<file path="src/sr_pkg.sv">
// ~~~~~~~~~~~~~~~~~~~~~~~~~~~~~~~~~~~~~~~~
// Sideband ring package: frame geometry,
// frame decode views and group parity
// ~~~~~~~~~~~~~~~~~~~~~~~~~~~~~~~~~~~~~~~~
`default_nettype none

package sr_pkg;

  localparam int SR_DATA_BITS   = 24;
  localparam int SR_HIP_BITS    = 8;
  localparam int SR_GROUP_BITS  = 8;
  localparam int SR_PARITY_BITS = SR_DATA_BITS / SR_GROUP_BITS;
  localparam int SR_FRAME_BITS  = SR_DATA_BITS + SR_HIP_BITS;

  // One frame word, read either raw or with parity
  typedef union packed {
    struct packed {
      logic [SR_HIP_BITS-1:0]  hip;
      logic [SR_DATA_BITS-1:0] data;
    } raw;
    struct packed {
      logic [SR_FRAME_BITS-SR_DATA_BITS-SR_PARITY_BITS-1:0] pad;
      logic [SR_PARITY_BITS-1:0]                            parity;
      logic [SR_DATA_BITS-1:0]                              data;
    } par;
  } sr_frame_t;

  // Even parity, one bit per data group
  function automatic logic [SR_PARITY_BITS-1:0] sr_group_parity(
    input logic [SR_DATA_BITS-1:0] data
  );
    logic [SR_PARITY_BITS-1:0] par;
    par = '0;
    for (int g = 0; g < SR_PARITY_BITS; g++)
    begin
      par[g] = ^data[g*SR_GROUP_BITS +: SR_GROUP_BITS];
    end
    return par;
  endfunction

endpackage

`default_nettype wire

</file>
<file path="src/adapt_sr_top.sv">
// ~~~~~~~~~~~~~~~~~~~~~~~~~~~~~~~~~~~~~~~~
// Sideband serial ring, transmit and
// receive halves on the rx osc clock
// ~~~~~~~~~~~~~~~~~~~~~~~~~~~~~~~~~~~~~~~~
`timescale 1ns/10ps
`default_nettype none

module adapt_sr_top
  import sr_pkg::*;
#(
  parameter int DATA_BITS   = SR_DATA_BITS,
  parameter int HIP_BITS    = SR_HIP_BITS,
  parameter int GROUP_BITS  = SR_GROUP_BITS,
  parameter int PARITY_BITS = SR_PARITY_BITS
)
(
  input  logic                   sr_clock_rx_osc_clk,
  input  logic                   sr_reset_rx_osc_clk_rst_n,
  input  logic                   r_sr_hip_en,
  input  logic                   r_sr_parity_en,
  input  logic                   sr_transfer_en,
  input  logic [DATA_BITS-1:0]   tx_fabric_data,
  input  logic [HIP_BITS-1:0]    tx_hip_data,
  output logic                   aib_sr_data_out,
  output logic                   aib_sr_load_out,
  input  logic                   aib_sr_data_in,
  input  logic                   aib_sr_load_in,
  output logic [DATA_BITS-1:0]   rx_fabric_data,
  output logic [HIP_BITS-1:0]    rx_hip_data,
  output logic                   fabric_update_load,
  output logic [PARITY_BITS-1:0] sr_parity_error_flag
);

  logic      update_load;
  logic      check_en;
  sr_frame_t rx_frame;

  // Transmit half
  sr_load_gen #(
    .DATA_BITS (DATA_BITS),
    .HIP_BITS  (HIP_BITS)
  ) u_load_gen (
    .sr_clock_rx_osc_clk       (sr_clock_rx_osc_clk),
    .sr_reset_rx_osc_clk_rst_n (sr_reset_rx_osc_clk_rst_n),
    .sr_transfer_en            (sr_transfer_en),
    .load_out                  (aib_sr_load_out)
  );

  sr_serializer #(
    .DATA_BITS (DATA_BITS),
    .HIP_BITS  (HIP_BITS)
  ) u_serializer (
    .sr_clock_rx_osc_clk       (sr_clock_rx_osc_clk),
    .sr_reset_rx_osc_clk_rst_n (sr_reset_rx_osc_clk_rst_n),
    .r_sr_hip_en               (r_sr_hip_en),
    .r_sr_parity_en            (r_sr_parity_en),
    .load                      (aib_sr_load_out),
    .fabric_data               (tx_fabric_data),
    .hip_data                  (tx_hip_data),
    .data_out                  (aib_sr_data_out)
  );

  // Receive half
  sr_load_qualify u_load_qualify (
    .sr_clock_rx_osc_clk       (sr_clock_rx_osc_clk),
    .sr_reset_rx_osc_clk_rst_n (sr_reset_rx_osc_clk_rst_n),
    .load_in                   (aib_sr_load_in),
    .update_load               (update_load),
    .check_en                  (check_en)
  );

  sr_deserializer #(
    .DATA_BITS (DATA_BITS),
    .HIP_BITS  (HIP_BITS)
  ) u_deserializer (
    .sr_clock_rx_osc_clk       (sr_clock_rx_osc_clk),
    .sr_reset_rx_osc_clk_rst_n (sr_reset_rx_osc_clk_rst_n),
    .data_in                   (aib_sr_data_in),
    .load_in                   (aib_sr_load_in),
    .update_load               (update_load),
    .rx_frame                  (rx_frame)
  );

  sr_parity_check #(
    .DATA_BITS   (DATA_BITS),
    .GROUP_BITS  (GROUP_BITS),
    .PARITY_BITS (PARITY_BITS)
  ) u_parity_check (
    .sr_clock_rx_osc_clk       (sr_clock_rx_osc_clk),
    .sr_reset_rx_osc_clk_rst_n (sr_reset_rx_osc_clk_rst_n),
    .r_sr_hip_en               (r_sr_hip_en),
    .r_sr_parity_en            (r_sr_parity_en),
    .rx_frame                  (rx_frame),
    .update_load               (update_load),
    .check_en                  (check_en),
    .parity_error              (sr_parity_error_flag)
  );

  assign fabric_update_load = update_load;
  assign rx_fabric_data     = rx_frame.raw.data;
  assign rx_hip_data        = rx_frame.raw.hip;

endmodule

`default_nettype wire

</file>
<file path="src/sr_deserializer.sv">
// ~~~~~~~~~~~~~~~~~~~~~~~~~~~~~~~~~~~~~~~~
// Receive shift register with gated
// parallel update
// ~~~~~~~~~~~~~~~~~~~~~~~~~~~~~~~~~~~~~~~~
`timescale 1ns/10ps
`default_nettype none

module sr_deserializer
  import sr_pkg::*;
#(
  parameter int DATA_BITS = SR_DATA_BITS,
  parameter int HIP_BITS  = SR_HIP_BITS
)
(
  input  logic      sr_clock_rx_osc_clk,
  input  logic      sr_reset_rx_osc_clk_rst_n,
  input  logic      data_in,
  input  logic      load_in,
  input  logic      update_load,
  output sr_frame_t rx_frame
);

  localparam int FRAME_BITS = DATA_BITS + HIP_BITS;

  logic [FRAME_BITS-1:0] shift_reg;

  // Bits arrive LSB first, so enter at the top
  always_ff @(posedge sr_clock_rx_osc_clk)
  begin
    if (!load_in)
    begin
      shift_reg <= {data_in, shift_reg[FRAME_BITS-1:1]};
    end
  end

  // Outputs only move on a gated load
  always_ff @(posedge sr_clock_rx_osc_clk)
  begin
    if (sr_reset_rx_osc_clk_rst_n == 1'b0)
    begin
      rx_frame <= '0;
    end
    else if (load_in && update_load)
    begin
      rx_frame <= shift_reg;
    end
  end

endmodule

`default_nettype wire

</file>
<file path="src/sr_load_gen.sv">
// ~~~~~~~~~~~~~~~~~~~~~~~~~~~~~~~~~~~~~~~~
// Ring load generator, one capture strobe
// every frame period while enabled
// ~~~~~~~~~~~~~~~~~~~~~~~~~~~~~~~~~~~~~~~~
`timescale 1ns/10ps
`default_nettype none

module sr_load_gen
  import sr_pkg::*;
#(
  parameter int DATA_BITS = SR_DATA_BITS,
  parameter int HIP_BITS  = SR_HIP_BITS
)
(
  input  logic sr_clock_rx_osc_clk,
  input  logic sr_reset_rx_osc_clk_rst_n,
  input  logic sr_transfer_en,
  output logic load_out
);

  localparam int FRAME_BITS = DATA_BITS + HIP_BITS;
  localparam int CNT_W      = $clog2(FRAME_BITS + 1);

  // Zero count is the idle state
  logic [CNT_W-1:0] bit_cnt;

  // Period is FRAME_BITS shift cycles plus the load cycle
  always_ff @(posedge sr_clock_rx_osc_clk)
  begin
    if (sr_reset_rx_osc_clk_rst_n == 1'b0)
    begin
      bit_cnt  <= '0;
      load_out <= 1'b0;
    end
    else if (!sr_transfer_en)
    begin
      bit_cnt  <= '0;
      load_out <= 1'b0;
    end
    else if (bit_cnt == '0)
    begin
      // Start of a new frame
      bit_cnt  <= CNT_W'(FRAME_BITS);
      load_out <= 1'b1;
    end
    else
    begin
      bit_cnt  <= bit_cnt - 1'b1;
      load_out <= 1'b0;
    end
  end

endmodule

`default_nettype wire

</file>
<file path="src/sr_load_qualify.sv">
// ~~~~~~~~~~~~~~~~~~~~~~~~~~~~~~~~~~~~~~~~
// Incoming load gate and parity checker
// qualifier
// ~~~~~~~~~~~~~~~~~~~~~~~~~~~~~~~~~~~~~~~~
`timescale 1ns/10ps
`default_nettype none

module sr_load_qualify
(
  input  logic sr_clock_rx_osc_clk,
  input  logic sr_reset_rx_osc_clk_rst_n,
  input  logic load_in,
  output logic update_load,
  output logic check_en
);

  logic load_in_dly;
  logic load_gate;
  logic qual_dly0;

  // First load pulse may be partial, so pass only after its falling edge
  always_ff @(posedge sr_clock_rx_osc_clk)
  begin
    if (sr_reset_rx_osc_clk_rst_n == 1'b0)
    begin
      load_in_dly <= 1'b0;
      load_gate   <= 1'b0;
    end
    else
    begin
      load_in_dly <= load_in;
      if (!load_gate)
      begin
        load_gate <= load_in_dly & ~load_in;
      end
    end
  end

  assign update_load = load_gate & load_in;

  // Two gated loads before checks begin
  always_ff @(posedge sr_clock_rx_osc_clk)
  begin
    if (sr_reset_rx_osc_clk_rst_n == 1'b0)
    begin
      qual_dly0 <= 1'b0;
      check_en  <= 1'b0;
    end
    else
    begin
      if (!qual_dly0)
      begin
        qual_dly0 <= update_load;
      end
      if (!check_en)
      begin
        check_en <= update_load & qual_dly0;
      end
    end
  end

endmodule

`default_nettype wire

</file>
<file path="src/sr_parity_check.sv">
// ~~~~~~~~~~~~~~~~~~~~~~~~~~~~~~~~~~~~~~~~
// Per-group parity checker on the
// received frame
// ~~~~~~~~~~~~~~~~~~~~~~~~~~~~~~~~~~~~~~~~
`timescale 1ns/10ps
`default_nettype none

module sr_parity_check
  import sr_pkg::*;
#(
  parameter int DATA_BITS   = SR_DATA_BITS,
  parameter int GROUP_BITS  = SR_GROUP_BITS,
  parameter int PARITY_BITS = SR_PARITY_BITS
)
(
  input  logic                   sr_clock_rx_osc_clk,
  input  logic                   sr_reset_rx_osc_clk_rst_n,
  input  logic                   r_sr_hip_en,
  input  logic                   r_sr_parity_en,
  input  sr_frame_t              rx_frame,
  input  logic                   update_load,
  input  logic                   check_en,
  output logic [PARITY_BITS-1:0] parity_error
);

  // Groups that actually carry data
  localparam int CHECK_BITS = DATA_BITS / GROUP_BITS;

  logic                      mode_on;
  logic                      chk_pend;
  logic [SR_PARITY_BITS-1:0] exp_parity;
  logic [PARITY_BITS-1:0]    mismatch;
  logic [PARITY_BITS-1:0]    err_q;

  assign mode_on    = r_sr_parity_en & ~r_sr_hip_en;
  assign exp_parity = sr_group_parity(rx_frame.par.data);

  always_comb
  begin
    mismatch = '0;
    for (int g = 0; g < CHECK_BITS; g++)
    begin
      mismatch[g] = exp_parity[g] ^ rx_frame.par.parity[g];
    end
  end

  // rx_frame takes the new word on the update edge, compare one cycle on
  always_ff @(posedge sr_clock_rx_osc_clk)
  begin
    if (sr_reset_rx_osc_clk_rst_n == 1'b0)
    begin
      chk_pend <= 1'b0;
      err_q    <= '0;
    end
    else
    begin
      chk_pend <= update_load & check_en;
      if (!mode_on)
        err_q <= '0;
      else if (chk_pend)
        err_q <= mismatch;
    end
  end

  assign parity_error = err_q & {PARITY_BITS{mode_on}};

endmodule

`default_nettype wire

</file>
<file path="src/sr_serializer.sv">
// ~~~~~~~~~~~~~~~~~~~~~~~~~~~~~~~~~~~~~~~~
// Transmit frame builder and LSB-first
// shift register
// ~~~~~~~~~~~~~~~~~~~~~~~~~~~~~~~~~~~~~~~~
`timescale 1ns/10ps
`default_nettype none

module sr_serializer
  import sr_pkg::*;
#(
  parameter int DATA_BITS = SR_DATA_BITS,
  parameter int HIP_BITS  = SR_HIP_BITS
)
(
  input  logic                 sr_clock_rx_osc_clk,
  input  logic                 sr_reset_rx_osc_clk_rst_n,
  input  logic                 r_sr_hip_en,
  input  logic                 r_sr_parity_en,
  input  logic                 load,
  input  logic [DATA_BITS-1:0] fabric_data,
  input  logic [HIP_BITS-1:0]  hip_data,
  output logic                 data_out
);

  localparam int FRAME_BITS = DATA_BITS + HIP_BITS;

  sr_frame_t             tx_frame;
  logic [FRAME_BITS-1:0] shift_reg;

  // Parity view only when parity is on and HIP is off
  always_comb
  begin
    tx_frame = '0;
    if (r_sr_parity_en && !r_sr_hip_en)
    begin
      tx_frame.par.pad    = '0;
      tx_frame.par.parity = sr_group_parity(fabric_data);
      tx_frame.par.data   = fabric_data;
    end
    else
    begin
      tx_frame.raw.hip  = hip_data;
      tx_frame.raw.data = fabric_data;
    end
  end

  always_ff @(posedge sr_clock_rx_osc_clk)
  begin
    if (sr_reset_rx_osc_clk_rst_n == 1'b0)
    begin
      shift_reg <= '0;
    end
    else if (load)
    begin
      shift_reg <= tx_frame;
    end
    else
    begin
      // Zeros fill in behind the last bit
      shift_reg <= {1'b0, shift_reg[FRAME_BITS-1:1]};
    end
  end

  assign data_out = shift_reg[0];

endmodule

`default_nettype wire

</file>
<file path="config.mk">
export PLATFORM = sky130hd
export DESIGN_NAME = adapt_sr_top
export DESIGN_NICKNAME = d
export VERILOG_FILES = /design/src/sr_pkg.sv /design/src/adapt_sr_top.sv /design/src/sr_deserializer.sv /design/src/sr_load_gen.sv /design/src/sr_load_qualify.sv /design/src/sr_parity_check.sv /design/src/sr_serializer.sv
export SDC_FILE = /design/constraint.sdc
export NUM_CORES = 1
export LEC_CHECK = 0
export BUFFER_PORTS_ARGS = -buffer_cell sky130_fd_sc_hd__buf_4
export CORE_MARGIN = 5
export CORE_UTILIZATION = 45
export CTS_CLUSTER_DIAMETER = 200
export CTS_CLUSTER_SIZE = 16
export DETAILED_ROUTE_END_ITERATION = 8
export PLACE_DENSITY_LB_ADDON = 0.15
export SLEW_MARGIN = 25
export SYNTH_ARGS = -nofsm -noshare
export SYNTH_HDL_FRONTEND = slang
export SYNTH_SLANG_ARGS = --single-unit
</file>
<file path="constraint.sdc">
create_clock -name sr_clock_rx_osc_clk -period 3.6 [get_ports sr_clock_rx_osc_clk]
set_input_delay 0.36 -clock sr_clock_rx_osc_clk [delete_from_list [all_inputs] [get_ports sr_clock_rx_osc_clk]]
set_output_delay 0.36 -clock sr_clock_rx_osc_clk [all_outputs]
set_load 0.1 [all_outputs]
</file>
==> flow_metrics.py <==
metrics = {
    "status": {
        "status": "finished clean",
    },
    "synth": {
        "synth_area_per_cell_um2": 11.3,
        "synth-simple-area-share_pct": 13.9,
        "synthAdderAreaFrac_pct": 0.578,
        "synthMuxAreaShare_pct": 6.93,
        "synth_area_leaders": "dfxtp_1, edfxtp_1, mux2i_1",
        "ys_ff_latch": 111,
        "synth_top_area_cell": "dfxtp_1",
        "syn-num-nets": 425,
        "synth-compound-area-share_pct": 7.10,
        "synthDistinctLibCells": 27,
        "synth_top_family_by_area": "simple AND/OR/NAND/NOR gates",
        "synth_warnings": 0,
        "synthXorXnorAreaFrac_pct": 10.8,
        "yosys.area.top_type_share_pct": 36.5,
        "synthesis.area_um2": 4330,
        "ys_seq_area_share_pct": 58.7,
        "syn_inst": 384,
    },
    "sta": {
        "fin_crit_sh_pct": 53.8,
        "setup-violations-final": 0,
        "final_max_slew_viol_count": 0,
        "rsz0062_at_grt": "no",
        "worstMarginPinSlew_ns": 0.722,
        "tns_ns": 0,
        "hold_ws_ns": 0.192,
        "period_needed_ns": 1.94,
        "skew_ns": 0.0107,
        "slew_headroom_pct": 51.8,
        "finalHoldViolations": 0,
        "fmax_mhz": 517,
    },
    "power_and_ir_drop": {
        "swShare_pct": 27.7,
        "leakagePower_nw": 1.96,
        "powerDensity_nw_per_um2": 526,
        "p_seq_share_pct": 52.6,
        "p_sw_uw": 760,
        "ir_drop_mv": 0.282,
        "p_clk_share_pct": 27.2,
        "internal_power_mw": 1.99,
        "combPwrFrac_pct": 20.2,
    },
    "global_route": {
        "grt_pass1_wl_mm": 12.9,
        "grt_usage_pct": 14.1,
        "grt_antenna_before_repair": 0,
        "grt_remaining_overflow": 0,
        "grt_max_degree": 71,
        "first_global_vias": 2646,
    },
    "final_layout": {
        "area_growth_pct": 20.6,
        "drive_above_1_share_pct": 21.3,
        "antennaDiodeCount": 0,
        "layout_common_cells": "buf_4, dfxtp_1, nand2_1",
        "finalNetCount": 497,
    },
    "run": {
        "drv_cap": 0,
    },
    "route": {
        "ant_nets": 0,
        "vias": 2732,
        "drc": 0,
        "wl_per_cell_um": 13.5,
        "finalWirelength_mm": 7.94,
        "drt-pass1-iter-count": 4,
        "viasPerCell": 4.63,
        "dr.first_iter.drc_count": 82,
    },
    "floorplan": {
        "floorplan.die_area_um2": 11700,
        "chipWidth_um": 108,
        "initial_core_util_pct": 46.5,
        "num_rows": 35,
        "core_area_um2": 9330,
        "io-pin-count": 77,
        "chipHeight_um": 108,
    },
    "worst_hold_path": {
        "worstHoldPathType": "primary input to flip-flop",
        "worstHoldPathCells": 1,
    },
    "placed_design": {
        "gp_congestion": 0.720,
        "hpwl_mm": 5.31,
        "numPortBuffers": 76,
    },
    "setup_path": {
        "rrSetupSlack_ns": 2.15,
        "cp_max_fo": 8,
        "cp_data_arrival_time_ns": 1.58,
        "critPathKind": "primary input to primary output",
        "crit_path_end_kind": "primary output",
        "crit_required_ns": 3.24,
        "cp_slowest_cell": "nor2b_1",
        "worst_setup_path_start_kind": "primary input",
        "cp_common_cell": "buf_4",
        "cp_cell_sequence": "buf_4 > nor2b_1 > and2_1 > buf_4",
        "ff2ff_path_depth": 5,
        "slowest_delay_ns": 0.54,
    },
    "clock_network": {
        "cts-root-buf": "clkbuf_8",
        "post_cts_buffers": 0,
        "cts_tree": "yes",
        "clk_latency_ns": 0.35,
        "hold_buffers": 0,
        "clk_path_buf_depth": 2,
        "cts_resized": 0,
        "clock_sinks": 111,
        "cts.clk_slew.worst_paths_ns": 0.09,
        "htreeDepth": 3,
        "cts_buffers": 9,
    },
}
Yosys cell counts:
cell type and n:
a21boi_0 36, a21oi_1 3, and2_1 4, and3_1 1, buf_1 1, buf_2 6, clkbuf_1 11, clkinv_1 1
dfxtp_1 79, edfxtp_1 32, ha_1 2, inv_1 3, mux2i_1 30, nand2_1 72, nand2b_1 5, nand3_1 6
nand3b_1 1, nor2_1 10, nor2b_1 28, nor3_1 2, nor3b_1 1, o21a_1 1, o21ai_0 3, xnor2_1 32
xnor2_2 3, xnor3_1 3, xor2_1 8
cell type report:
| class | instances | area (um2) |
|---|---|---|
| Clock buffer | 13 | 191 |
| Clock inverter | 3 | 20.0 |
| Fill cell | 848 | 4100 |
| Inverter | 4 | 15.0 |
| Multi-Input combinational cell | 251 | 1700 |
| Sequential cell | 111 | 2540 |
| Tap cell | 129 | 161 |
| Timing Repair Buffer | 79 | 593 |
worst paths after layout:
check | start | endpoint
setup reg to reg | u_deserializer.rx_frame[20] | u_parity_check.err_q[2]
setup / recovery | r_sr_hip_en | sr_parity_error_flag[2]
hold / removal | aib_sr_data_in | u_deserializer.shift_reg[31]
hold reg to reg | u_serializer.shift_reg[26] | u_serializer.shift_reg[25]
worst max-delay path, delay by kind of cell:
| family | cells | cell delay, ns |
|---|---|---|
| buffers and inverters | 2 | 0.41 |
| AND/OR/NAND/NOR | 2 | 0.80 |
kinds of logic after synthesis:
family | Yosys count
simple gates | 130
flops | 111
xor+xnor | 46
compound gates | 43
mux | 30
buf+inv | 22
fa+ha+maj | 2
metrics by stage:
step                      total power, mW  cell area, um2  worst slack (ns)  cells  util [%]
after floorplan                      1.90            4330              1.62    384         -
after global placement               2.02            5010              1.62    574      53.7
after detailed placement             2.03            5010              1.64    574      53.7
after CTS                            2.78            5220              1.64    590      56.0
after global routing                 2.90            5220              1.62    590      56.0
final                                2.75            5220              1.66    590      56.0
per-layer routing:
layer | wire [um] | share of wire, % | global-route usage, %
met4 | 101 | 1.3 | 5.68
met1 | 3830 | 48 | 19.3
met5 | 0 | 0 | 0
met3 | 297 | 3.7 | 2.69
met2 | 3710 | 47 | 22.1
power groups by stage:
| stage | registers (mW) | clock network, mW | logic (mW) |
|---|---|---|---|
| 6_report | 1.44 | 0.747 | 0.556 |
| 5_1_grt | 1.46 | 0.835 | 0.609 |
| 3_5_place_dp | 1.47 | 0 | 0.562 |
| 3_3_place_gp | 1.47 | 0 | 0.551 |
| 2_1_floorplan | 1.55 | 0 | 0.349 |
| 4_1_cts | 1.44 | 0.778 | 0.563 |
Note: power is estimated with default switching activity, not from simulation.
